[src/hw/glue_cfg.svh]
//------------------------------
// glue configuration
// address map in 64 KB pages, reset
// frame count, counter widths
//------------------------------
`ifndef GLUE_CFG_SVH
`define GLUE_CFG_SVH

// chip ram grows in 512 KB steps from page 0
`define GLUE_CHIP_LIMIT_STEP 8        // pages per 512 KB
`define GLUE_CHIP_LIMIT_TOP 8'h20     // end of chip window, 2 MB

// slow ram at $C00000, 0 to 1.5 MB
`define GLUE_SLOW_BASE 8'hC0
`define GLUE_SLOW_STEP 8

// io pages
`define GLUE_CIA_PAGE 8'hBF           // both cias
`define GLUE_RTC_PAGE 8'hDC           // clock chip
`define GLUE_REG_PAGE 8'hDF           // custom registers
`define GLUE_KICK_BASE 8'hF8          // 512 KB kickstart rom

// reset sequencer
`define GLUE_RESET_FRAMES 4
`define GLUE_RESET_CNT_BITS 3

`define GLUE_LED_BITS 6               // power led pwm counter

`endif
[src/hw/glue_pkg.sv]
//------------------------------
// glue package
// shared vector types, bank codes
//------------------------------
`default_nettype none

package glue_pkg;

	// cpu word address, bits 23..1 of the byte address
	typedef logic [23:1] cpu_addr_t;

	typedef logic [15:0] word_t;      // cpu data word
	typedef logic [7:0] byte_t;       // cia data port

	// [1:0] chip size, 512K..2M
	// [3:2] slow size, 0..1.5M
	typedef logic [3:0] mem_cfg_t;

	typedef logic [63:0] rtc_word_t;  // 16 bcd nibbles from the clock chip

	typedef logic [2:0] ipl_t;        // active low interrupt level

	// memory bank seen by the ram side
	typedef enum logic [1:0] {
		BANK_NONE,
		BANK_CHIP,
		BANK_SLOW,
		BANK_KICK
	} bank_t;

endpackage

`default_nettype wire

[src/hw/minimig_glue.sv]
//------------------------------
// chipset glue top
// decode, system state, read merge
//------------------------------
`timescale 1ns/1ps
`default_nettype none

module minimig_glue (
	input wire clk,
	input wire reset,
	// cpu request
	input wire cpu_req,
	input wire cpu_wr,
	input wire glue_pkg::cpu_addr_t cpu_addr,
	input wire glue_pkg::mem_cfg_t mem_cfg,
	// read sources
	input wire glue_pkg::word_t chip_rdata,
	input wire glue_pkg::word_t custom_rdata,
	input wire glue_pkg::byte_t cia_a_rdata,
	input wire glue_pkg::byte_t cia_b_rdata,
	input wire glue_pkg::rtc_word_t rtc,
	// system
	input wire glue_pkg::ipl_t ipl_in,
	input wire freeze,
	input wire sof,
	input wire user_reset,
	input wire led_n,
	output glue_pkg::word_t cpu_rdata,
	output logic cpu_ack,
	output logic sel_chip,
	output logic sel_slow,
	output logic sel_kick,
	output logic sel_cia_a,
	output logic sel_cia_b,
	output logic sel_reg,
	output logic sel_rtc,
	output glue_pkg::bank_t bank,
	output glue_pkg::ipl_t cpu_ipl,
	output logic cpu_reset_n,
	output logic sys_reset,
	output logic pwr_led
);

	logic dec_valid, dec_wr;
	logic [3:0] dec_nibble;
	logic ovl;              // back from system state

	bus_decode u_decode (
		.clk, .reset, .cpu_req, .cpu_wr, .cpu_addr, .mem_cfg, .ovl,
		.sel_chip, .sel_slow, .sel_kick, .sel_cia_a, .sel_cia_b, .sel_reg, .sel_rtc,
		.bank, .dec_valid, .dec_wr, .dec_nibble
	);

	system_state u_state (
		.clk, .reset, .dec_valid, .dec_wr, .sel_cia_a, .sof, .user_reset,
		.ipl_in, .freeze, .led_n,
		.ovl, .sys_reset, .cpu_reset_n, .cpu_ipl, .pwr_led
	);

	// data lands 2 cycles after the request
	read_merge u_merge (
		.clk, .reset, .dec_valid, .dec_wr,
		.sel_chip, .sel_slow, .sel_kick, .sel_cia_a, .sel_cia_b, .sel_reg, .sel_rtc,
		.dec_nibble, .chip_rdata, .custom_rdata, .cia_a_rdata, .cia_b_rdata, .rtc,
		.cpu_rdata, .cpu_ack
	);

endmodule

`default_nettype wire

[src/hw/read_merge.sv]
//------------------------------
// cpu read data merge
// or of selected sources, rtc nibble,
// registered with the acknowledge
//------------------------------
`timescale 1ns/1ps
`default_nettype none

module read_merge (
	input wire clk,
	input wire reset,
	input wire dec_valid,
	input wire dec_wr,
	input wire sel_chip,
	input wire sel_slow,
	input wire sel_kick,
	input wire sel_cia_a,
	input wire sel_cia_b,
	input wire sel_reg,
	input wire sel_rtc,
	input wire [3:0] dec_nibble,
	input wire glue_pkg::word_t chip_rdata,    // ram side, all banks
	input wire glue_pkg::word_t custom_rdata,
	input wire glue_pkg::byte_t cia_a_rdata,
	input wire glue_pkg::byte_t cia_b_rdata,
	input wire glue_pkg::rtc_word_t rtc,
	output glue_pkg::word_t cpu_rdata,
	output logic cpu_ack
);

	logic rd;                    // decoded read
	logic [3:0] rtc_nib;
	glue_pkg::word_t merged;

	always_comb begin
		rd = dec_valid & ~dec_wr;
		rtc_nib = rtc[{dec_nibble, 2'b00} +: 4];

		merged = '0;
		if (sel_chip | sel_slow | sel_kick)
			merged = merged | chip_rdata;
		if (sel_reg)
			merged = merged | custom_rdata;
		if (sel_cia_a)
			merged = merged | {8'h00, cia_a_rdata};  // low lane
		if (sel_cia_b)
			merged = merged | {cia_b_rdata, 8'h00};  // high lane
		if (sel_rtc)
			merged = merged | {12'h000, rtc_nib};
	end

	// data only on reads
	always_ff @(posedge clk) begin
		cpu_rdata <= rd ? merged : '0;
	end

	// every access gets its ack
	always_ff @(posedge clk) begin
		if (reset)
			cpu_ack <= 1'b0;
		else
			cpu_ack <= dec_valid;
	end

endmodule

`default_nettype wire

[src/hw/system_state.sv]
//------------------------------
// system state
// overlay latch, frame counted reset,
// level 7 override, power led dimmer
//------------------------------
`timescale 1ns/1ps
`default_nettype none

`include "glue_cfg.svh"

module system_state (
	input wire clk,
	input wire reset,
	input wire dec_valid,
	input wire dec_wr,
	input wire sel_cia_a,
	input wire sof,                      // start of frame pulse
	input wire user_reset,               // user or external request
	input wire glue_pkg::ipl_t ipl_in,
	input wire freeze,                   // nmi button
	input wire led_n,                    // cia port led, active low
	output logic ovl,
	output logic sys_reset,
	output logic cpu_reset_n,
	output glue_pkg::ipl_t cpu_ipl,
	output logic pwr_led
);

	typedef logic [`GLUE_RESET_CNT_BITS-1:0] frame_cnt_t;
	typedef enum logic [1:0] {
		RST_HOLD,   // request active or nothing counted yet
		RST_COUNT,  // counting frames
		RST_RUN
	} rst_state_t;

	rst_state_t rst_state;
	frame_cnt_t frame_cnt;
	logic [`GLUE_LED_BITS-1:0] led_cnt;

	// rom overlay, gone on first cia-a write
	always_ff @(posedge clk) begin
		if (reset)
			ovl <= 1'b1;
		else if (dec_valid & dec_wr & sel_cia_a)
			ovl <= 1'b0;
	end

	//------------------------------
	// reset sequencer
	//------------------------------
	always_ff @(posedge clk) begin
		if (reset | user_reset) begin
			rst_state <= RST_HOLD;  // any request restarts the count
			frame_cnt <= '0;
			sys_reset <= 1'b1;
		end else begin
			case (rst_state)
				RST_HOLD, RST_COUNT: begin
					if (sof) begin
						if (frame_cnt == frame_cnt_t'(`GLUE_RESET_FRAMES - 1)) begin
							rst_state <= RST_RUN;
							sys_reset <= 1'b0;  // released after last frame
						end else begin
							rst_state <= RST_COUNT;
							frame_cnt <= frame_cnt + 1'b1;
						end
					end
				end
				default: sys_reset <= 1'b0;  // run, stays released
			endcase
		end
	end

	assign cpu_reset_n = ~sys_reset;

	// level 7 while freeze held
	always_ff @(posedge clk) begin
		if (reset)
			cpu_ipl <= '1;  // no interrupt
		else
			cpu_ipl <= freeze ? '0 : ipl_in;
	end

	//------------------------------
	// power led, off 4 of 64 states
	//------------------------------
	always_ff @(posedge clk) begin
		if (reset) begin
			led_cnt <= '0;
			pwr_led <= 1'b1;
		end else begin
			led_cnt <= led_cnt + 1'b1;
			pwr_led <= led_n | ~(|led_cnt[`GLUE_LED_BITS-1:2]);  // low = lit
		end
	end

endmodule

`default_nettype wire

[src/hw/bus_decode.sv]
//------------------------------
// cpu address decoder
// one register stage of selects,
// bank code and request flags
//------------------------------
`timescale 1ns/1ps
`default_nettype none

`include "glue_cfg.svh"

module bus_decode (
	input wire clk,
	input wire reset,
	input wire cpu_req,                      // one cycle per access
	input wire cpu_wr,
	input wire glue_pkg::cpu_addr_t cpu_addr,
	input wire glue_pkg::mem_cfg_t mem_cfg,
	input wire ovl,                          // kickstart overlay
	output logic sel_chip,
	output logic sel_slow,
	output logic sel_kick,
	output logic sel_cia_a,
	output logic sel_cia_b,
	output logic sel_reg,
	output logic sel_rtc,
	output glue_pkg::bank_t bank,
	output logic dec_valid,
	output logic dec_wr,
	output logic [3:0] dec_nibble            // address bits 5..2
);

	logic [7:0] page;       // 64 KB page
	logic [7:0] chip_top;   // first page above chip ram
	logic [7:0] slow_top;   // first page above slow ram
	logic ovl_rd;           // overlay read of low 512 KB
	logic hit_cia;
	logic nxt_chip, nxt_slow, nxt_kick;
	glue_pkg::bank_t nxt_bank;

	//------------------------------
	// address map
	//------------------------------
	always_comb begin
		page = cpu_addr[23:16];
		chip_top = 8'((mem_cfg[1:0] + 3'd1) * `GLUE_CHIP_LIMIT_STEP);
		slow_top = 8'(`GLUE_SLOW_BASE + mem_cfg[3:2] * `GLUE_SLOW_STEP);
		ovl_rd = ovl & ~cpu_wr & (page < 8'(`GLUE_CHIP_LIMIT_STEP));
		hit_cia = (page == `GLUE_CIA_PAGE);

		// chip limited by size, never past 2 MB
		nxt_chip = (page < chip_top) & (page < `GLUE_CHIP_LIMIT_TOP) & ~ovl_rd;
		nxt_slow = (page >= `GLUE_SLOW_BASE) & (page < slow_top);  // empty for size 0
		nxt_kick = (page >= `GLUE_KICK_BASE) | ovl_rd;  // rom mirrored low while ovl

		if (nxt_chip)
			nxt_bank = glue_pkg::BANK_CHIP;
		else if (nxt_slow)
			nxt_bank = glue_pkg::BANK_SLOW;
		else if (nxt_kick)
			nxt_bank = glue_pkg::BANK_KICK;
		else
			nxt_bank = glue_pkg::BANK_NONE;  // io pages and holes
	end

	//------------------------------
	// request stage
	//------------------------------
	always_ff @(posedge clk) begin
		if (reset) begin
			sel_chip <= 1'b0;
			sel_slow <= 1'b0;
			sel_kick <= 1'b0;
			sel_cia_a <= 1'b0;
			sel_cia_b <= 1'b0;
			sel_reg <= 1'b0;
			sel_rtc <= 1'b0;
			bank <= glue_pkg::BANK_NONE;
			dec_valid <= 1'b0;
			dec_wr <= 1'b0;
		end else begin
			sel_chip <= cpu_req & nxt_chip;
			sel_slow <= cpu_req & nxt_slow;
			sel_kick <= cpu_req & nxt_kick;
			sel_cia_a <= cpu_req & hit_cia & ~cpu_addr[12];  // a12 low, odd byte cia
			sel_cia_b <= cpu_req & hit_cia & ~cpu_addr[13];  // a13 low, even byte cia
			sel_reg <= cpu_req & (page == `GLUE_REG_PAGE);
			sel_rtc <= cpu_req & (page == `GLUE_RTC_PAGE);
			bank <= cpu_req ? nxt_bank : glue_pkg::BANK_NONE;
			dec_valid <= cpu_req;
			dec_wr <= cpu_req & cpu_wr;
		end
		dec_nibble <= cpu_addr[5:2];  // rtc register index
	end

endmodule

`default_nettype wire

[config.mk]
export PLATFORM = sky130hd
export DESIGN_NAME = minimig_glue
export DESIGN_NICKNAME = d
export VERILOG_FILES = /design/src/hw/glue_pkg.sv /design/src/hw/minimig_glue.sv /design/src/hw/read_merge.sv /design/src/hw/system_state.sv /design/src/hw/bus_decode.sv
export VERILOG_INCLUDE_DIRS = /design/src /design/src/hw
export SDC_FILE = /design/constraint.sdc
export NUM_CORES = 1
export LEC_CHECK = 0
export ABC_AREA = 1
export ABC_CLOCK_PERIOD_IN_PS = 1950
export BUFFER_PORTS_ARGS = -buffer_cell sky130_fd_sc_hd__buf_2
export CELL_PAD_IN_SITES_DETAIL_PLACEMENT = 0
export CELL_PAD_IN_SITES_GLOBAL_PLACEMENT = 2
export CORE_ASPECT_RATIO = 0.6
export CORE_MARGIN = 5
export CORE_UTILIZATION = 20
export DETAILED_ROUTE_END_ITERATION = 8
export HOLD_SLACK_MARGIN = 0.06
export PLACE_DENSITY = 0.92
export SYNTH_ARGS = -nofsm -noshare
export SYNTH_HDL_FRONTEND = slang
export SYNTH_SLANG_ARGS = --single-unit
[constraint.sdc]
create_clock -name clk -period 1.95 [get_ports clk]
set_clock_uncertainty 0.15 [all_clocks]
set_input_delay 0.2925 -clock clk [delete_from_list [all_inputs] [get_ports clk]]
set_output_delay 0.2925 -clock clk [all_outputs]
set_load 0.02 [all_outputs]
==> impl_results.md <==
- Status: finished clean
- Cell Pwr Density: 616 nW/um2
- CTS tree: built
- CP Cell Sequence: dlygate4sd3_1, buf_2, nor4_2, dlygate4sd3_1
- Layout area overhead: 46.8%
- Internal power: 1810 uW
- Largest family of logic cells by synthesized area: simple AND/OR/NAND/NOR gates
- Worst IR Drop VDD: 320 uV
- Cell taking the most area after synthesis: dfxtp_1
- Fin. max-slew vios: 0
- WP data arrival: 1.77 ns
- Hold Crit Depth: 2
- Layout cells sized above 1: 32.6%
- Wire per inst: 12.6 um
- CP max FO: 2
- Synth Area in Adders: 3.25%
- Slew margin rel.: 69.0%
- Via/cell ratio: 4.17
- Die area: 16000 um2
- Max Fclk: 594 MHz
- CTS H-tree lvls: 2
- CTS clk-pin slew, worst paths: 0.07 ns
- Switching Fraction: 25.7%
- Synth cell count leaders: 140 x nand2_1, 79 x inv_1, 52 x nand3_1
- Area contributors post-synth: dfxtp_1 36%, nand2_1 19%, inv_1 11%
- Tot GR Track Use: 11.8%
- Vias in the first global route: 3219
- Grt ovf: 0
- Biggest regs: u_merge.cpu_rdata: 16 flops, u_state.led_cnt: 6 flops, u_decode.dec_nibble: 4 flops
- Endpoint, Worst Hold: u_state.cpu_ipl[0]$_SDFF_PP1_
- Reg2Reg Launch Point: u_decode.dec_nibble[0]$_DFF_P_
- Synth Register Bits: 48
- Lkg Pwr: 0.00219 uW
- Mapped Nets: 578
- Via count: 3203
- Clk pwr share: 41.4%
- Detail Route Antenna Nets: 0
- Mapped Cells: 421
- Root Driver: clkbuf_16
- # rows: 32
- Skew-Pair Late Insertion Delay: 0.29 ns
- I/O pins: 182
- DIE WIDTH: 160 um
- MaxCap Viol Count: 0
- Async SR Flop Fraction: 0%
- Fin util: 30.4%
- Combinational Power Share: 16.9%
- NetSw: 626 uW
- FF-to-FF End: u_merge.cpu_rdata[0]$_SDFF_PN0_
- CTS sink cnt: 48
- FF-to-FF path depth: 8
- Total negative slack: 0 ns
- Post CTS Setup Buffer Count: 0
- Crit end category: flop
- GPL Wtd Cong: 0.805
- Most common cell in the synthesized netlist: nand2_1
- Slowest library cell on the worst path: dlygate4sd3_1
- Reg power frac: 41.7%
- Sequential share of the synthesized area: 35.6%
- Overall power: 2440 uW
- First-pass GRT wire length: 15400 um
- Post-Synth Simple-Gate Area: 34.8%
- Setup ws final: 0.267 ns
- Ant. Diodes: 0
- Number of flops mapped to enable cells by yosys: 0
- Deepest clock path buffer count: 2
- Drt first pass iters: 4
- Synthesized area: 2700 um2
- Largest net degree at the start of global routing: 33
- Max FFs per register: 16
- Ys Warns: 0
- Reg with most FFs: u_merge.cpu_rdata
- Initial Util: 20.7%
- Critical path's largest stage delay: 0.56 ns
- RSZ-0062 raised after global routing: no
- Final hold vios: 0
- Crit path time final: 1.68 ns
- Final WL: 9680 um
- Top FF cell, synth: dfxtp_1
- Initial DRC count: 204
- Crit path kind: primary input to flop
- Worst Hold Class: primary input to flop
- Startpoint Class: primary input
- Core area: 13000 um2
- Post-synth top area share: 35.6%
- Die H: 99.9 um
- Post-synth cell types: 27
- Cts bufs inserted: 5
- Setup WS pre-CTS: 0.195 ns
- Most Frequent Cell on Critical Path: dlygate4sd3_1
- Detail Placement HPWL: 8090 um
- # setup viols final: 0
- Period utilisation layout: 86.3%
- Flop2flop setup slack: 0.43 ns
- Nets: 754
- Hold slack: 0.0707 ns
- Mux contribution to synthesized area: 0%
- Antenna violations before repair: 1
- HP Start: freeze
- Syn avg cell area: 6.40 um2
- Post-synthesis compound-gate area fraction: 10.1%
- Synth Area in XOR/XNOR: 0%
- Worst-Margin Slew: 0.465 ns
- Worst Path Required: 2.04 ns
- Port bufs: 172
- Residual DRC: 0
[final cells by class]
type,count,area [um2]
fill,1470,9050
multi-input combinational,274,1300
timing repair buffer,187,1010
sequential,48,961
inverter,81,308
tap,170,213
clock buffer,5,125
clock inverter,3,46.3
[cells in the final DEF, fill, tap and decap left out, types with 5 or more instances in the layout]
cell | synthesis | final
buf_4 | 1 | 5
dfxtp_1 | 48 | 48
ha_1 | 7 | 7
buf_2 | 6 | 172
nor2_1 | 19 | 19
nand2_1 | 140 | 140
a21oi_1 | 9 | 9
inv_1 | 79 | 79
dlygate4sd3_1 | 0 | 9
clkbuf_16 | 0 | 5
a31oi_1 | 12 | 12
nand3_1 | 52 | 52
o21ai_0 | 13 | 13
[per-layer routing]
metal | track usage (%) | up-vias | wire [um]
met3 | 3.98 | 6 | 675
li1 | - | 1662 | -
met2 | 18.7 | 98 | 4170
met5 | 0 | - | 13
met4 | 1.85 | 2 | 48
met1 | 15.8 | 1435 | 4780
[how the worst max path moves through the flow]
stage                            start                     endpoint  slack (ns)
final                     cpu_addr[15]  u_decode.sel_rtc$_SDFF_PP0_        0.27
after global routing             reset  u_decode.sel_rtc$_SDFF_PP0_        0.08
after CTS                        reset  u_decode.sel_rtc$_SDFF_PP0_        0.26
after detailed placement    mem_cfg[0]  u_decode.bank[0]$_SDFF_PP0_        0.19
after global placement      mem_cfg[0]  u_decode.bank[0]$_SDFF_PP0_        0.25
after floorplan             mem_cfg[0]  u_decode.bank[0]$_SDFF_PP0_        0.45
[power groups by stage]
stage	combinational, uW	clock [uW]	sequential [uW]
after detailed placement	401	0	1040
after CTS	417	1070	1020
after global routing	473	1100	1020
after global placement	396	0	1040
after floorplan	199	0	1050
final	412	1010	1020
[critical path, delay by kind of cell]
family / cells / cell delay [ns]
buffers and inverters: 3 / 1.24
AND/OR/NAND/NOR: 1 / 0.23
[per-stage QoR]
stage                     std cells  cell area (um2)
after floorplan                 421             2700
after global placement          751             3700
after detailed placement        751             3700
after CTS                       768             3960
after global routing            768             3960
final                           768             3960
[cell families after synthesis]
logic type	count (synthesis)
AOI/OAI and AO/OA	44
adders and majority gates	7
buffers and inverters	99
DFF	48
and+or+nand+nor	223
[timing repair]
action                    CTS  global route
gates resized for setup     0             0
hold endpoints to repair    8             0
hold buffers                9             0
No activity file was read; power rests on OpenSTA's default activity.
